$ cat config.mk
export PLATFORM = sky130hd
export DESIGN_NAME = core
export DESIGN_NICKNAME = d
export VERILOG_FILES = /design/src/common/socket_pkg.sv /design/src/common/core_pkg.sv /design/src/core/core.sv /design/src/core/core_decode.sv /design/src/core/core_execute.sv /design/src/core/core_result.sv
export SDC_FILE = /design/constraint.sdc
export NUM_CORES = 1
export LEC_CHECK = 0
export BUFFER_PORTS_ARGS = -buffer_cell sky130_fd_sc_hd__buf_4
export CAP_MARGIN = 20
export CORE_MARGIN = 2
export CORE_UTILIZATION = 54
export DETAILED_ROUTE_END_ITERATION = 10
export PLACE_DENSITY = 0.76
export SLEW_MARGIN = 30
export SYNTH_ARGS = -nofsm -noshare
export SYNTH_HDL_FRONTEND = slang
export SYNTH_SLANG_ARGS = --single-unit
$ cat constraint.sdc
create_clock -name clk -period 9.99 [get_ports clk]
set_input_delay 0.4995 -clock clk [delete_from_list [all_inputs] [get_ports clk]]
set_output_delay 0.4995 -clock clk [all_outputs]
set_load 0.05 [all_outputs]
$ cat src/common/socket_pkg.sv
`default_nettype none

package socket_pkg;

    localparam int NUM_CORES  = 2;
    localparam int ADDR_W     = 12;
    localparam int DATA_W     = 16;
    localparam int TAG_W      = 1;
    localparam int DCR_ADDR_W = 2;

    typedef logic [ADDR_W-1:0]     mem_addr_t;
    typedef logic [DATA_W-1:0]     data_t;
    typedef logic [TAG_W-1:0]      tag_t;
    typedef logic [DCR_ADDR_W-1:0] dcr_addr_t;

    // External memory port, tag carries the core index
    typedef struct packed {
        logic      wr;
        mem_addr_t addr;
        data_t     wdata;
        tag_t      tag;
    } mem_req_t;

    typedef struct packed {
        data_t data;
        tag_t  tag;
    } mem_rsp_t;

    // Configuration register bus
    typedef struct packed {
        dcr_addr_t addr;
        data_t     data;
    } dcr_req_t;

    localparam dcr_addr_t DCR_START_PC = 2'd0;
    localparam dcr_addr_t DCR_LAUNCH   = 2'd1;

endpackage

`default_nettype wire

$ cat src/common/core_pkg.sv
`default_nettype none

package core_pkg;

    localparam int NUM_REGS = 4;
    localparam int IMM_W    = 8;

    typedef logic [1:0] reg_idx_t;

    // Opcode zero halts, so a core running into cleared memory stops
    typedef enum logic [3:0] {
        OP_HALT  = 4'h0,
        OP_ADDI  = 4'h1,
        OP_ADD   = 4'h2,
        OP_LOAD  = 4'h3,
        OP_STORE = 4'h4
    } opcode_t;

    typedef struct packed {
        opcode_t          opcode;
        reg_idx_t         rd;
        reg_idx_t         rs;
        logic [IMM_W-1:0] imm;
    } alu_fmt_t;

    typedef struct packed {
        opcode_t          opcode;
        reg_idx_t         rd;      // Load target or store source
        reg_idx_t         base;
        logic [IMM_W-1:0] offset;
    } mem_fmt_t;

    typedef union packed {
        alu_fmt_t alu;
        mem_fmt_t mem;
    } instr_t;

    typedef struct packed {
        opcode_t           opcode;
        reg_idx_t          rd;
        reg_idx_t          rs;
        socket_pkg::data_t imm;
        logic              is_alu;
        logic              is_mem;
        logic              is_halt;
    } uop_t;

    typedef struct packed {
        reg_idx_t          rd;
        socket_pkg::data_t result;     // ALU value or memory address
        socket_pkg::data_t store_data;
        logic              is_load;
        logic              is_store;
        logic              is_halt;
    } exec_t;

    function automatic socket_pkg::data_t sext(logic [IMM_W-1:0] value);
        return {{(socket_pkg::DATA_W - IMM_W){value[IMM_W-1]}}, value};
    endfunction

endpackage

`default_nettype wire

$ cat src/core/core.sv
`timescale 1ns/100ps
`default_nettype none

module core #(
    parameter int CORE_ID = 0
) (
    input  logic                  clk,
    input  logic                  arst_n,
    input  logic                  launch,
    input  socket_pkg::mem_addr_t start_pc,
    output logic                  req_valid,
    output socket_pkg::mem_req_t  req,
    input  logic                  req_taken,
    input  logic                  rsp_valid,
    input  socket_pkg::data_t     rsp_data,
    output logic                  busy
);

    typedef enum logic [2:0] {
        S_IDLE,
        S_FETCH,
        S_WAIT_INSTR,
        S_DECODE,
        S_EXECUTE,
        S_RESULT,       // Data request still waiting for the port
        S_WAIT_DATA
    } state_e;

    state_e                state;
    socket_pkg::mem_addr_t pc;
    core_pkg::uop_t        uop;
    core_pkg::exec_t       exec;
    core_pkg::reg_idx_t    rs_idx;
    core_pkg::reg_idx_t    rd_idx;
    socket_pkg::data_t     rs_val;
    socket_pkg::data_t     rd_val;
    logic                  accept;
    logic                  dec_load;
    logic                  ex_start;
    logic                  res_start;
    logic                  data_req;
    logic                  mem_wr;
    logic                  retire;
    logic                  halted;

    //////////////////////////////////////////////////////////////////////
    // Control

    assign accept    = launch && (state == S_IDLE);
    assign dec_load  = (state == S_WAIT_INSTR) && rsp_valid;
    assign ex_start  = (state == S_DECODE);
    assign res_start = (state == S_EXECUTE);
    assign busy      = (state != S_IDLE) || launch;

    // Data request starts in the result cycle
    assign data_req  = (res_start && (exec.is_load || exec.is_store)) || (state == S_RESULT);
    assign req_valid = ((state == S_FETCH) && !halted) || data_req;

    always_comb begin
        req     = '0;
        req.tag = socket_pkg::tag_t'(CORE_ID);
        if (data_req) begin
            req.wr    = mem_wr;
            req.addr  = exec.result[socket_pkg::ADDR_W-1:0];
            req.wdata = exec.store_data;
        end else begin
            req.addr = pc;
        end
    end

    always_ff @(posedge clk or negedge arst_n) begin
        if (!arst_n) begin
            state <= S_IDLE;
            pc    <= '0;
        end else begin
            case (state)
                S_IDLE: begin
                    if (accept) begin
                        state <= S_FETCH;
                        pc    <= start_pc;
                    end
                end
                S_FETCH: begin
                    if (halted) begin
                        state <= S_IDLE;
                    end else if (req_taken) begin
                        state <= S_WAIT_INSTR;
                    end
                end
                S_WAIT_INSTR: if (rsp_valid) state <= S_DECODE;
                S_DECODE:     state <= S_EXECUTE;
                S_EXECUTE: begin
                    if (retire) begin
                        state <= S_FETCH;
                    end else if (req_taken) begin
                        state <= S_WAIT_DATA;
                    end else begin
                        state <= S_RESULT;
                    end
                end
                S_RESULT:    if (req_taken) state <= S_WAIT_DATA;
                S_WAIT_DATA: if (retire) state <= S_FETCH;
                default:     state <= S_IDLE;
            endcase
            if (retire) begin
                pc <= pc + 1'b1;
            end
        end
    end

    //////////////////////////////////////////////////////////////////////
    // Stages

    core_decode i_decode (
        .clk    (clk),
        .arst_n (arst_n),
        .load   (dec_load),
        .instr  (core_pkg::instr_t'(rsp_data)),
        .uop    (uop)
    );

    core_execute i_execute (
        .clk    (clk),
        .arst_n (arst_n),
        .start  (ex_start),
        .uop    (uop),
        .rs_val (rs_val),
        .rd_val (rd_val),
        .rs_idx (rs_idx),
        .rd_idx (rd_idx),
        .exec   (exec)
    );

    core_result #(
        .CORE_ID (CORE_ID)
    ) i_result (
        .clk       (clk),
        .arst_n    (arst_n),
        .clear     (accept),
        .start     (res_start),
        .exec      (exec),
        .rsp_valid (rsp_valid),
        .rsp_data  (rsp_data),
        .rs_idx    (rs_idx),
        .rd_idx    (rd_idx),
        .rs_val    (rs_val),
        .rd_val    (rd_val),
        .mem_wr    (mem_wr),
        .retire    (retire),
        .halted    (halted)
    );

    // A pending request holds until the arbiter takes it
    a_req_stable: assert property (@(posedge clk) disable iff (!arst_n)
        req_valid && !req_taken |=> req_valid && $stable(req));

endmodule

`default_nettype wire

$ cat src/core/core_decode.sv
`timescale 1ns/100ps
`default_nettype none

module core_decode (
    input  logic             clk,
    input  logic             arst_n,
    input  logic             load,
    input  core_pkg::instr_t instr,
    output core_pkg::uop_t   uop
);

    core_pkg::uop_t dec;

    always_comb begin
        dec = '0;
        case (instr.alu.opcode)
            core_pkg::OP_ADDI, core_pkg::OP_ADD: begin
                dec.opcode = instr.alu.opcode;
                dec.rd     = instr.alu.rd;
                dec.rs     = instr.alu.rs;
                dec.imm    = core_pkg::sext(instr.alu.imm);
                dec.is_alu = 1'b1;
            end
            core_pkg::OP_LOAD, core_pkg::OP_STORE: begin
                // Base register goes out on the rs read port
                dec.opcode = instr.mem.opcode;
                dec.rd     = instr.mem.rd;
                dec.rs     = instr.mem.base;
                dec.imm    = core_pkg::sext(instr.mem.offset);
                dec.is_mem = 1'b1;
            end
            default: begin
                dec.opcode  = core_pkg::OP_HALT;
                dec.is_halt = 1'b1;
            end
        endcase
    end

    always_ff @(posedge clk or negedge arst_n) begin
        if (!arst_n) begin
            uop <= '0;
        end else if (load) begin
            uop <= dec;
        end
    end

    // One fetch response per instruction, never back to back
    a_single_load: assert property (@(posedge clk) disable iff (!arst_n) load |=> !load);

endmodule

`default_nettype wire

$ cat src/core/core_execute.sv
`timescale 1ns/100ps
`default_nettype none

module core_execute (
    input  logic                clk,
    input  logic                arst_n,
    input  logic                start,
    input  core_pkg::uop_t      uop,
    input  socket_pkg::data_t   rs_val,
    input  socket_pkg::data_t   rd_val,
    output core_pkg::reg_idx_t  rs_idx,
    output core_pkg::reg_idx_t  rd_idx,
    output core_pkg::exec_t     exec
);

    core_pkg::exec_t nxt;

    // Register reads follow the held micro-op
    assign rs_idx = uop.rs;
    assign rd_idx = uop.rd;

    always_comb begin
        nxt          = '0;
        nxt.rd       = uop.rd;
        nxt.is_load  = uop.is_mem && (uop.opcode == core_pkg::OP_LOAD);
        nxt.is_store = uop.is_mem && (uop.opcode == core_pkg::OP_STORE);
        nxt.is_halt  = uop.is_halt;
        if (uop.is_alu) begin
            if (uop.opcode == core_pkg::OP_ADD) begin
                nxt.result = rd_val + rs_val;
            end else begin
                nxt.result = rs_val + uop.imm;
            end
        end else if (uop.is_mem) begin
            // Address is base plus offset
            nxt.result     = rs_val + uop.imm;
            nxt.store_data = rd_val;
        end
    end

    always_ff @(posedge clk or negedge arst_n) begin
        if (!arst_n) begin
            exec <= '0;
        end else if (start) begin
            exec <= nxt;
        end
    end

endmodule

`default_nettype wire

$ cat src/core/core_result.sv
`timescale 1ns/100ps
`default_nettype none

module core_result #(
    parameter int CORE_ID = 0
) (
    input  logic               clk,
    input  logic               arst_n,
    input  logic               clear,
    input  logic               start,
    input  core_pkg::exec_t    exec,
    input  logic               rsp_valid,
    input  socket_pkg::data_t  rsp_data,
    input  core_pkg::reg_idx_t rs_idx,
    input  core_pkg::reg_idx_t rd_idx,
    output socket_pkg::data_t  rs_val,
    output socket_pkg::data_t  rd_val,
    output logic               mem_wr,
    output logic               retire,
    output logic               halted
);

    socket_pkg::data_t regs [core_pkg::NUM_REGS];
    logic              pending;
    logic              is_mem;
    logic              alu_wb;
    logic              load_wb;

    assign is_mem  = exec.is_load || exec.is_store;
    assign alu_wb  = start && !is_mem && !exec.is_halt;
    assign load_wb = pending && rsp_valid && exec.is_load;

    // ALU ops and HALT retire at once, memory ops on their response
    assign retire = (start && !is_mem) || (pending && rsp_valid);
    assign mem_wr = exec.is_store;

    assign rs_val = regs[rs_idx];
    assign rd_val = regs[rd_idx];

    always_ff @(posedge clk) begin
        if (clear) begin
            for (int i = 0; i < core_pkg::NUM_REGS; i++) begin
                regs[i] <= '0;
            end
            // r3 holds the core index after launch
            regs[core_pkg::NUM_REGS-1] <= socket_pkg::data_t'(CORE_ID);
        end else if (alu_wb) begin
            regs[exec.rd] <= exec.result;
        end else if (load_wb) begin
            regs[exec.rd] <= rsp_data;
        end
    end

    always_ff @(posedge clk or negedge arst_n) begin
        if (!arst_n) begin
            pending <= 1'b0;
            halted  <= 1'b0;
        end else if (clear) begin
            pending <= 1'b0;
            halted  <= 1'b0;
        end else begin
            if (start && is_mem) begin
                pending <= 1'b1;
            end else if (rsp_valid) begin
                pending <= 1'b0;
            end
            if (start && exec.is_halt) begin
                halted <= 1'b1;
            end
        end
    end

endmodule

`default_nettype wire

-- Word level (Yosys, flattened, before mapping)
Memories as Yosys holds them, arrays and structs flattened.
Index checks and enable logic that the tools add are counted.
- register bits: 81
- bits of input ports: 33
- word-level logic and storage cells: 115
- RAM bits: 64
- memories: 1
- output and inout bits: 32
- equality and inequality tests: 18
- multiplexer cells: 43
- reductions and logical operators: 31
- add/subtract/negate cells: 3
- bitwise gates (word level): 2
- memories (name ; words ; width ; rd ports ; clocked after memory_dff ; wr ports ; RTL line ; RTL):
    i_result.regs ; 4 ; 16 ; 2 ; 0 ; 4 ; core_result.sv:23 ; socket_pkg::data_t regs [core_pkg::NUM_REGS];
- operator list (kind ; number):
    $mux W16 ; 7
    $mux W12 ; 4
    $add A16 B16 Y16 ; 2
    $mux W32 ; 1
    $mux W3 ; 7
    $pmux W3 S7 ; 1
    $mux W20 ; 1
    $mux W1 ; 19
    $eq A4 B2 Y1 const B ; 4
    $reduce_or A16 Y1 ; 1
    $add A12 B1 Y12 const B ; 1
    $logic_and A1 B1 Y1 ; 11
    $eq A3 B3 Y1 const B ; 3
    $eq A4 B3 Y1 const B ; 2
    $eq A3 B2 Y1 const B ; 2
    $ne A2 B2 Y1 const B ; 3
    $reduce_bool A2 Y1 ; 3
    $reduce_bool A3 Y1 ; 2
    $logic_or A1 B1 Y1 ; 5
    $reduce_and A5 Y1 ; 1
    $eq A4 B1 Y1 const B ; 1
    $mux W2 ; 2
    $mux W4 ; 1
    $reduce_or A2 Y1 ; 2
    8 further kinds ; 11

-- Logic depth before layout (Yosys ltp)
Gate-level depths: netlist of the first run.
- word-level depth: 10
- gate-level depth with buffers: 12
- depth with buffers taken out: 11

-- By module
A second synthesis of the first run with hierarchy kept.
- cells, all modules: 788
- area, all modules: 8622.0 µm²
- modules (own cells, without submodules) (module ; seq. area each (µm²) ; area each (µm²) ; cells an instance ; instances):
    core_result ; 1971.9 ; 3418.3 ; 219 ; 1
    core_execute ; 925.9 ; 3072.9 ; 357 ; 1
    core ; 375.4 ; 1305.0 ; 147 ; 1
    core_decode ; 475.5 ; 825.8 ; 65 ; 1

-- Least setup slack after synthesis of the first run
No wires, ideal clock.
- kind: register -> register
- from: reg, netlist name i_decode.uop[19]
- to: reg, netlist name i_execute.exec[34]
- data required time: 9851 ps
- clock period less this slack: 3352 ps
- cell stages (with the launch flop): 13
- slack: 6638 ps
- path buffers: 3
- setup time: 139 ps
- data arrival time: 3213 ps
- cell sequence: dfrtp_1 -> buf_2 -> buf_1 -> mux4_2 -> ha_1 -> clkbuf_1 -> a21oi_1 -> o21ai_0 -> a41oi_1 -> o21ai_0 -> a311oi_1 -> xnor2_1 -> o221ai_1
- longest elaborated chain between the ends: 4
- elaborated cells between the ends (all ways): 6
- classes of those cells: add/sub: 2; mux: 3; memory: 1
- ends and longest elaborated chain (item ; RTL line ; RTL):
    $mem_v2 Z4 W16 (*) ; n/a ;
    $add A16 B16 Y16 (on tied branches) ; core_execute.sv:32, core_execute.sv:36, core_execute.sv:30 ;
    $mux W32 or $mux W16 (tied branches) ; core_execute.sv:34, core_execute.sv:29 ;
    $mux W16 (*) ; core_execute.sv:28 ; if (uop.is_alu) begin
Every way passes the cells marked *; elsewhere a longest branch is shown, timed or not.
A chain may end at the register's enable or synchronous reset.

==> impl_metrics.tcl, run 1 <==
set metrics [dict create \
    synthesis.area_sq_um 8109 \
    yosysSeqAreaShare 0.4623 \
    portBuffers 63 \
    post_dp_cell_area_sq_um 8710 \
    cts_buffers 17 \
    antenna_found_initial 0 \
    setup_viol 0 \
    dr_total_vias 6332 \
    grt-ovfl-total 0 \
    globalplace.congestion 0.9270 \
    fin_skew_ps 10.90 \
    ant_nets 0 \
    ctsHoldBuffers 0 \
    cts_tree "built" \
    drc 0 \
    synth_top_area_cell "edfxtp_1" \
    grt_use_total 0.2849 \
    start_util 0.5558 \
    rows 44 \
    netlist-cell-type-count 67 \
    hold_ws_ps 79.63 \
    async_reset_ff_frac 0.5328 \
    hold_path.class "primary input to async pin" \
    status "completed" \
    syn_area_per_cell_sq_um 11.11 \
    critPathRequiredTime_ps 10050 \
    max_freq_mhz 275.6 \
    fin_setup_tns_ps 0 \
    ys_ff_latch 137 \
    hold_viol_final 0 \
    design.die.area_sq_um 16010 \
    core_area_sq_um 14590 \
    wl_um 22080 \
    clock_power_share 0.168 \
    fillers 1143 \
    fin_crit_sh 0.3632 \
    synth.area.top_cells "edfxtp_1, dfrtp_1, mux4_2" \
    ir_drop_v 0.0001910 \
    cp-end-kind "register" \
    fin_util 0.6340 \
    synth_edf_count 64 \
    final_cell_area_sq_um 9250 \
    crit_type "register to register" \
    clock-root-buffer "clkbuf_16" \
    yosysWarnings 0 \
    power_frac_comb 0.552 \
    maxSlewHeadroom 0.4012 \
    powerDensity_nw_per_um2 372.6 \
    switching_share 0.4496 \
    switchingPower_w 0.001550 \
    synth_top_area_frac 0.2370 \
    htree_levels 4 \
    viasPerCell 6.468 \
    cts.path.max_buffers 2 \
    ys.flop_type "dfrtp_1" \
    nets 848 \
    syn_nets 796 \
    internal_power_w 0.001897 \
    grt_pass1_wl_um 34720 \
    cts_resized 0 \
    timing.final.crit_period_ps 3628 \
    worstPathMaxFanout 18 \
    ios 65 \
    rsz0062_at_grt "false" \
    drive_above_1_share 0.2189 \
    grt_pass1_vias 6313 \
    die_w_um 126.5 \
    grt_max_degree 74 \
    diodes 0 \
    die_h_um 126.5 \
    drv_cap 0 \
    area_growth_pct 14.07 \
    cts_sinks 137 \
    drv_slew 0 \
    first_pass_iters 5 \
    p_leak_nw 3.836 \
    cp_data_arrival_time_ps 3690 \
    post_cts_buffers 0 \
    clkTransAtPathRegs_ps 60 \
    clock_latency_ps 440 \
    first_iter_violations 563 \
    worst_slew_pin_slew_ps 895.5 \
    wl_per_cell_um 22.55 \
    crit_path_start_kind "register" \
    hpwl_um 16020 \
    p_seq_frac 0.280 \
    postSynthCellCount 730 \
]
[cell usage after synthesis, types with 3 or more instances]
| master | number |
|---|---|
| buf_2 | 6 |
| edfxtp_1 | 64 |
| a21o_1 | 17 |
| a21oi_1 | 44 |
| o211ai_1 | 4 |
| nand3_1 | 12 |
| buf_6 | 3 |
| a31oi_1 | 7 |
| o22ai_1 | 4 |
| nand2b_1 | 9 |
| xnor2_1 | 15 |
| o221ai_2 | 10 |
| a311oi_1 | 3 |
| a22o_1 | 32 |
| nor2_2 | 9 |
| nor2b_1 | 5 |
| nor2_1 | 83 |
| buf_1 | 3 |
| o21a_1 | 3 |
| o221ai_1 | 9 |
| mux2_2 | 11 |
| nor3_1 | 6 |
| xor2_1 | 16 |
| a211oi_1 | 4 |
| ha_1 | 31 |
| nand4_1 | 6 |
| inv_1 | 23 |
| nand2_1 | 52 |
| a22oi_1 | 9 |
| clkbuf_1 | 24 |
| and3_1 | 5 |
| and2_1 | 19 |
| o21ai_0 | 31 |
| dfrtp_1 | 73 |
| mux4_2 | 32 |
| or3_1 | 3 |
| mux2i_1 | 3 |
[registers in the layout (all words and copies together) (netlist names)]
| register | cells |
|---|---|
| i_decode.uop | 19 |
| i_result.pending | 1 |
| pc | 12 |
| i_result.halted | 1 |
| i_execute.exec | 37 |
| state | 3 |
| i_result.regs | 64 |
[routing by layer]
layer | routed length, um | track usage | up-vias
met3 | 1817 | 0.06875 | 39
met4 | 490 | 0.09761 | 0
li1 | - | - | 2858
met2 | 10570 | 0.4539 | 268
met1 | 9198 | 0.3863 | 3167
met5 | 0 | 0 | -
[through the flow]
stage | worst slack, ps | total power (W) | std cells
after floorplan | 6638 | 0.002347 | 730
after global placement | 6511 | 0.002799 | 947
after detailed placement | 6397 | 0.002839 | 947
after CTS | 6386 | 0.003425 | 979
after global routing | 6106 | 0.003657 | 979
final | 6362 | 0.003446 | 979
[cells by family after synthesis]
| group | count (synthesis) | synth area share |
|---|---|---|
| muxes | 46 | 0.1079 |
| adders and majority gates | 33 | 0.05277 |
| DFF | 137 | 0.4623 |
| and+or+nand+nor | 225 | 0.1342 |
| AOI/OAI and AO/OA | 196 | 0.1761 |
| buffers and inverters | 61 | 0.03286 |
| xor gates and xnor gates | 31 | 0.03348 |
| other | 1 | 0.0004624 |
[power groups by stage]
stage | logic (W) | clock network, W | registers, W
floorplan | 0.00147 | 0 | 0.000877
global placement | 0.00184 | 0 | 0.000958
detailed placement | 0.00187 | 0 | 0.000970
CTS | 0.00188 | 0.000581 | 0.000962
global route | 0.00206 | 0.000606 | 0.000988
finish | 0.00190 | 0.000580 | 0.000965
[layout make-up]
type / count / area (sq um) / area share
multi-input cells: 532 / 4111 / 0.4445
clock buffers: 24 / 471.7 / 0.05099
clock inverters: 8 / 65.06 / 0.007034
inverters: 23 / 86.33 / 0.009333
flip-flops and latches: 137 / 3749 / 0.4052
repair buffers: 71 / 536.8 / 0.05803
well taps: 184 / 230.2 / 0.02489
[critical path, stage by stage, from the launching register on]
cell      delay (ps)
dfrtp_1          520
nor2_4           230
nand2_1          100
or3_1            340
buf_4            230
a21oi_4          540
nand3b_1         570
nand2_1          720
[worst paths after layout]
kind / endpoint / cells past startpoint / slack [ps] / startpoint
max reg2reg: i_result.regs[1][3] / 7 / 6360 / state[0]
min reg2reg: i_execute.exec[4] / 1 / 500 / i_execute.exec[4]
min: state[0] / 1 / 80 / arst_n
max in group asynchronous: i_execute.exec[12] / 1 / 9440 / arst_n
min in group clk: pc[10] / 3 / 300 / start_pc[10]
max: i_result.regs[1][3] / 7 / 6360 / state[0]
[layout by cell type, fill, tap and decap left out, drive strengths merged, types with 12 or more instances in the layout]
cell type / instances
o21ai: 33
o221ai: 19
dfrtp: 73
ha: 31
clkbuf: 24
a21o: 17
nand2: 55
mux4: 32
nand3: 12
inv: 25
buf: 71
xor2: 16
and2: 19
a22o: 32
edfxtp: 64
xnor2: 15
a21oi: 45
nor2: 93
(Power assumes the default switching activity.)
==> run 2: changes to the inputs <==
--- a/config.mk
+++ b/config.mk
@@ -5,12 +5,13 @@
 export SDC_FILE = /design/constraint.sdc
 export NUM_CORES = 1
 export LEC_CHECK = 0
+export ABC_AREA = 1
 export BUFFER_PORTS_ARGS = -buffer_cell sky130_fd_sc_hd__buf_4
 export CAP_MARGIN = 20
 export CORE_MARGIN = 2
 export CORE_UTILIZATION = 54
 export DETAILED_ROUTE_END_ITERATION = 10
-export PLACE_DENSITY = 0.76
+export PLACE_DENSITY = 0.78
 export SLEW_MARGIN = 30
 export SYNTH_ARGS = -nofsm -noshare
 export SYNTH_HDL_FRONTEND = slang
==> constraint.sdc (replaced) <==
create_clock -name clk -period 2.95 [get_ports clk]
set_input_delay 0.1475 -clock clk [delete_from_list [all_inputs] [get_ports clk]]
set_output_delay 0.1475 -clock clk [all_outputs]
set_load 0.05 [all_outputs]
==> run 2 against run 1 <==
Compared with the run above: sequential power grew to 3.2 times the previous value; sequential share of layout area shrank 5.7 points; area after synthesis grew 11%; clock power grew to 3.9 times the previous value; count of clock-buffer cells in the layout shrank 5; register-to-register slack lost 6100 ps; die area grew 11%; largest cell class unchanged; final cell count grew 58%; utilization grew 2.0 points; design area grew 16%; sequential cell count is the same; critical path depth grew 7.
==> impl_metrics.tcl, run 2 <==
set metrics [dict create \
    grt_pass1_vias 8142 \
    start_util 0.5478 \
    wl_um 26730 \
    fin_setup_tns_ps 0 \
    worstPathMaxFanout 8 \
    cp_data_arrival_time_ps 3050 \
    clkTransAtPathRegs_ps 60 \
    fillers 1424 \
    dr_total_vias 8686 \
    ir_drop_v 0.0008334 \
    ios 65 \
    maxSlewHeadroom 0.5116 \
    regMostFlops "i_result.regs" \
    status "completed" \
    drc 0 \
    dp.cells 1491 \
    fin_skew_ps 6.660 \
    design.die.area_sq_um 17750 \
    powerDensity_nw_per_um2 1133 \
    cts_tree "built" \
    p_leak_nw 4.898 \
    hpwl_um 18740 \
    hold_path.class "primary input to register" \
    synth_top_area_cell "edfxtp_1" \
    setup_viol 0 \
    setup_slack_ps 222.6 \
    largest_reg_flops 64 \
    crit_type "register to register" \
    clock_latency_ps 430 \
    antenna_found_initial 0 \
    synthesis.area_sq_um 9020 \
    hold_viol_final 0 \
    first_pass_iters 5 \
    yosysMostFrequentCell "nand2_1" \
    grt-ovfl-total 0 \
    syn_area_per_cell_sq_um 7.442 \
    wl_per_cell_um 17.29 \
    layout_common_cells "nand2_1, nor2_1, inv_1, o21ai_0, buf_4" \
    mostFrequentLayoutCell "nand2_1" \
    critPathRequiredTime_ps 3270 \
    rsz0062_at_grt "false" \
    cts_sinks 137 \
    die_h_um 133.2 \
    nets 1379 \
    grt_max_degree 74 \
    cts.path.max_buffers 2 \
    timing.final.crit_period_ps 2727 \
    htree_levels 4 \
    ant_nets 0 \
    cts_buffers 17 \
    diodes 0 \
    area_growth_pct 19.46 \
    worst_slew_pin_slew_ps 732.6 \
    drv_slew 0 \
    cp-end-kind "register" \
    ys_ff_latch 137 \
    core_area_sq_um 16470 \
    fin_crit_sh 0.9245 \
    grt_pass1_wl_um 42180 \
    fin_util 0.6544 \
    viasPerCell 5.618 \
    postSynthCellCount 1212 \
    final_cells 1546 \
    synth.area.top_cells "edfxtp_1, dfrtp_1, nand2_1" \
    synth_edf_count 64 \
    portBuffers 63 \
    clock-root-buffer "clkbuf_16" \
    yosysSeqAreaShare 0.4156 \
    largestRegisters "i_result.regs (64), i_execute.exec (37), i_decode.uop (19)" \
    globalplace.congestion 0.9503 \
    crit_path_start_kind "register" \
    rows 47 \
    ys.flop_type "dfrtp_1" \
    synthTopCellsByCount "nand2_1, nor2_1, inv_1" \
    drv_cap 0 \
    yosysWarnings 0 \
    power_w 0.01221 \
    synth_top_area_frac 0.2131 \
    first_iter_violations 1061 \
    drive_above_1_share 0.1357 \
    die_w_um 133.2 \
    max_freq_mhz 366.7 \
    post_cts_buffers 0 \
    syn_nets 1278 \
    async_reset_ff_frac 0.5328 \
    netlist-cell-type-count 49 \
    grt_use_total 0.3065 \
    place_ws_ps 113.5 \
]
## run 2: cell count changes in the layout (fill, tap and decap cells not counted), sizes merged, moves of 23 or more
| cell | change |
|---|---|
| nor2 | +117 |
| a22o | -25 |
| o22ai | +30 |
| inv | +142 |
| nand3 | +60 |
| mux4 | -32 |
| o21ai | +85 |
| nand2 | +222 |
| buf | +31 |
| dlygate4sd3 | +23 |
## run 2: area by class of cell
| type | count | area, sq um | area share |
|---|---|---|---|
| clock buffer | 19 | 432.9 | 0.04018 |
| inverter | 167 | 631.9 | 0.05864 |
| sequential | 137 | 3749 | 0.3479 |
| multi-input combinational | 865 | 4483 | 0.4160 |
| clock inverter | 13 | 176.4 | 0.01637 |
| tap | 220 | 275.3 | 0.02555 |
| timing repair buffer | 125 | 1027 | 0.09533 |
## run 2: logic make-up (layout without fill, tap and decap cells)
logic type,Yosys count,count (layout),synth area share
simple gates,588,588,0.2701
compound gates,230,230,0.1615
buf+inv,210,324,0.09238
flops,137,137,0.4156
fa+ha+maj,33,33,0.04744
xor+xnor,13,13,0.01262
other cells,1,1,0.0004157
## run 2: metrics by stage
step,hold WS (ps),area [sq um]
after global placement,360.0,9886
after detailed placement,364.0,9886
after global routing,10.43,10780
after CTS,11.08,10730
after floorplan,-148.1,9025
final,21.67,10780
## run 2: metal layers
layer / up-vias / track usage / share of wire
met5: - / 0 / 0
met4: 0 / 0.1188 / 0.031
met3: 58 / 0.05213 / 0.080
met2: 428 / 0.5011 / 0.47
met1: 4025 / 0.4100 / 0.41
li1: 4175 / - / -
## run 2: repair_timing
item | CTS | global route
hold endpoints to repair | 95 | 0
gates resized for setup | 0 | 12
hold buffers | 23 | 0
setup endpoints to repair | 0 | 8
## run 2: path summary, 6_finish.rpt
kind                               startpoint            endpoint  slack [ps]  cells after the start
max                          i_decode.uop[22]  i_execute.exec[24]         220                     14
min                               start_pc[5]               pc[5]          20                      3
max reg2reg                  i_decode.uop[22]  i_execute.exec[24]         220                     14
min reg2reg                i_execute.exec[24]  i_execute.exec[24]         510                      2
max in group asynchronous              arst_n   i_execute.exec[4]        2130                      2
min in group asynchronous              arst_n  i_execute.exec[32]         300                      2
## run 2: critical path, stage by stage, from the launching register on
cell	delay, ps
dfrtp_1	480
inv_1	140
buf_4	140
o21ai_0	80
o22ai_1	320
ha_1	350
nor2_1	160
inv_1	50
nand3b_1	70
nand2_1	120
or2_2	290
nand3_1	90
nand2_1	60
a21oi_1	190
nor2_1	60
## run 2: power breakdown
| group | leakage [nW] | total (W) | internal, W | switching, W |
|---|---|---|---|---|
| Combinational | 3.05 | 0.00684 | 0.00229 | 0.00456 |
| Clock | 0.286 | 0.00224 | 0.00141 | 0.000839 |
| Sequential | 1.56 | 0.00312 | 0.00268 | 0.000435 |
| Total | 4.90 | 0.0122 | 0.00638 | 0.00583 |
==> run 3: changes to the inputs <==
--- a/config.mk
+++ b/config.mk
@@ -8,8 +8,9 @@
 export ABC_AREA = 1
 export BUFFER_PORTS_ARGS = -buffer_cell sky130_fd_sc_hd__buf_4
 export CAP_MARGIN = 20
-export CORE_MARGIN = 2
+export CORE_MARGIN = 5
 export CORE_UTILIZATION = 54
+export CTS_CLUSTER_DIAMETER = 120
 export DETAILED_ROUTE_END_ITERATION = 10
 export PLACE_DENSITY = 0.78
 export SLEW_MARGIN = 30
==> constraint.sdc (replaced) <==
create_clock -name clk -period 2.95 [get_ports clk]
set_input_delay 0.1475 -clock clk [delete_from_list [all_inputs] [get_ports clk]]
set_output_delay 0.1475 -clock clk [all_outputs]
set_load 0.01 [all_outputs]
==> run 3 against run 2 <==
Compared with the run above: global-route usage fell by 2.9 points; via count increased by 0.21%; design area decreased by 0.89%; first-iteration DRC count shrank 9.6%; critical endpoint is now i_execute.exec[27]; sequential power about the same.
==> impl_metrics.tcl, run 3 (synthesis results as in run 2) <==
set metrics [dict create \
    diodes 0 \
    design.die.area_sq_um 19390 \
    first_iter_violations 959 \
    dr_total_vias 8704 \
    min_to "i_decode.uop[23]" \
    rr_worst_depth 14 \
    die_h_um 139.2 \
    status "completed" \
    cp_common_cell "nand2_1" \
    cp_slowest_cell "dfrtp_1" \
    antenna_found_initial 0 \
    r2r_slack_ps 170 \
    cts_buffers 17 \
    worst_slew_pin_slew_ps 627.5 \
    hold_viol_final 0 \
    globalplace.congestion 0.9472 \
    grt_use_total 0.2776 \
    start_util 0.5478 \
    die_w_um 139.2 \
    p_leak_nw 4.865 \
    grtUsageMet3 0.05420 \
    htree_levels 4 \
    core_area_sq_um 16470 \
    met2_usage 0.4377 \
    post_cts_buffers 0 \
    drv_slew 0 \
    timing.final.crit_period_ps 2783 \
    hpwl_um 19020 \
    area_growth_pct 18.39 \
    ios 65 \
    mostFrequentLayoutCell "nand2_1" \
    ir_drop_v 0.0007029 \
    clkTransAtPathRegs_ps 60 \
    reg2reg_to "i_execute.exec[27]" \
    clock_latency_ps 430 \
    layout_common_cells "nand2_1, nor2_1, inv_1, o21ai_0, buf_4" \
    drc 0 \
    holdPathStages 3 \
    cts.path.max_buffers 2 \
    worstPathMaxFanout 15 \
    regMostFlops "i_result.regs" \
    wl_um 26630 \
    first_pass_iters 6 \
    cts_tree "built" \
    met1_usage 0.3591 \
    powerDensity_nw_per_um2 1093 \
    grt-ovfl-total 0 \
    portBuffers 63 \
    drive_above_1_share 0.1332 \
    grt_pass1_wl_um 42860 \
    crit_type "register to register" \
    critPathRequiredTime_ps 3310 \
    viasPerCell 5.648 \
    rr_startpoint "i_decode.uop[20]" \
    slowest_delay_ps 400 \
    crit_path_start_kind "register" \
    top_usage_layer "met2" \
    maxSlewHeadroom 0.5806 \
    clock-root-buffer "clkbuf_16" \
    fin_setup_tns_ps 0 \
    nets 1374 \
    setup_viol 0 \
    hold_path.class "primary input to register" \
    max_freq_mhz 359.3 \
    grt_max_degree 41 \
    ant_nets 0 \
    wl_per_cell_um 17.28 \
    path_cells "buf_4 -> o21ai_0 -> o22ai_1 -> ha_1 -> fa_1 -> nand2_1 -> a21oi_2 -> nand2_1 -> nand2_1 -> xor2_1 -> nand2_1 -> nand2_1 -> nand2_1 -> a21oi_1" \
    cts_sinks 137 \
    drv_cap 0 \
    cp_data_arrival_time_ps 3140 \
    rsz0062_at_grt "false" \
    grt_pass1_vias 8592 \
    cp-end-kind "register" \
    largest_reg_flops 64 \
    dp.cells 1487 \
    largestRegisters "i_result.regs (64), i_execute.exec (37), i_decode.uop (19)" \
    fin_crit_sh 0.9434 \
    final_cells 1541 \
    rows 47 \
    fin_skew_ps 9.553 \
    min_from "rsp_data[12]" \
]
-- run 3: changes by cell type in the layout (fill, tap and decap cells not counted), moves of 2 or more --
cell / delta
inv_6: +2
inv_8: +3
clkinv_1: -3
buf_6: -5
clkinv_4: +2
o22ai_2: -3
o22ai_1: +3
bufinv_16: -2
buf_4: +2
-- run 3: worst max-delay path by stage --
stage,slack (ps),to,startpoint,cells past startpoint
after global routing,20,i_execute.exec[33],i_decode.uop[20],16
final,170,i_execute.exec[27],i_decode.uop[20],14
after global placement,150,i_execute.exec[27],i_decode.uop[20],14
after detailed placement,130,i_execute.exec[27],i_decode.uop[20],14
after CTS,80,i_execute.exec[27],i_decode.uop[20],14
after floorplan,440,i_execute.exec[33],i_decode.uop[19],18
-- run 3: per-stage QoR --
stage | util | instance area (sq um) | power (W) | setup WS [ps] | hold slack (ps)
after floorplan | - | 9025 | 0.007448 | 436.5 | -148.1
final | 0.6486 | 10680 | 0.01167 | 166.9 | 10.52
after CTS | 0.6477 | 10670 | 0.01154 | 82.68 | 3.967
after detailed placement | 0.5978 | 9843 | 0.009264 | 134.0 | 141.1
after global placement | 0.5978 | 9843 | 0.009101 | 146.1 | 137.6
after global routing | 0.6486 | 10680 | 0.01260 | 15.71 | 2.851
-- run 3: repair_timing --
action | in CTS | in global routing
hold endpoints to repair | 55 | 0
resized for setup | 0 | 4
setup endpoints to repair | 0 | 3
hold buffers | 22 | 0
-- run 3: cell type report --
type	instances	area, sq um
Fill cell	1437	5787
Multi-Input combinational cell	865	4462
Sequential cell	137	3749
Timing Repair Buffer	120	955.9
Inverter	167	635.6
Clock buffer	19	442.9
Tap cell	220	275.3
Clock inverter	13	158.9
-- run 3: metal layers --
layer / wire, um / share of wire / vias to the layer above
met1: 10940 / 0.41 / 4006
met3: 2131 / 0.080 / 96
met4: 1294 / 0.049 / 0
met2: 12270 / 0.46 / 434
li1: - / - / 4168
met5: 0 / 0 / -
-- run 3: worst max-delay path: cells and delay by family (launching register included) --
family                   cells  cell delay, ps
AO/OA/AOI/OAI                4             780
adder cells (fa/ha/maj)      2             520
AND/OR/NAND/NOR              6             490
flip-flops                   1             400
XOR/XNOR                     1             260
buffers and inverters        1             250
-- run 3: power breakdown --
part	internal, W	switching (W)
clock network	0.00129	0.000907
registers	0.00268	0.000406
logic	0.00221	0.00417
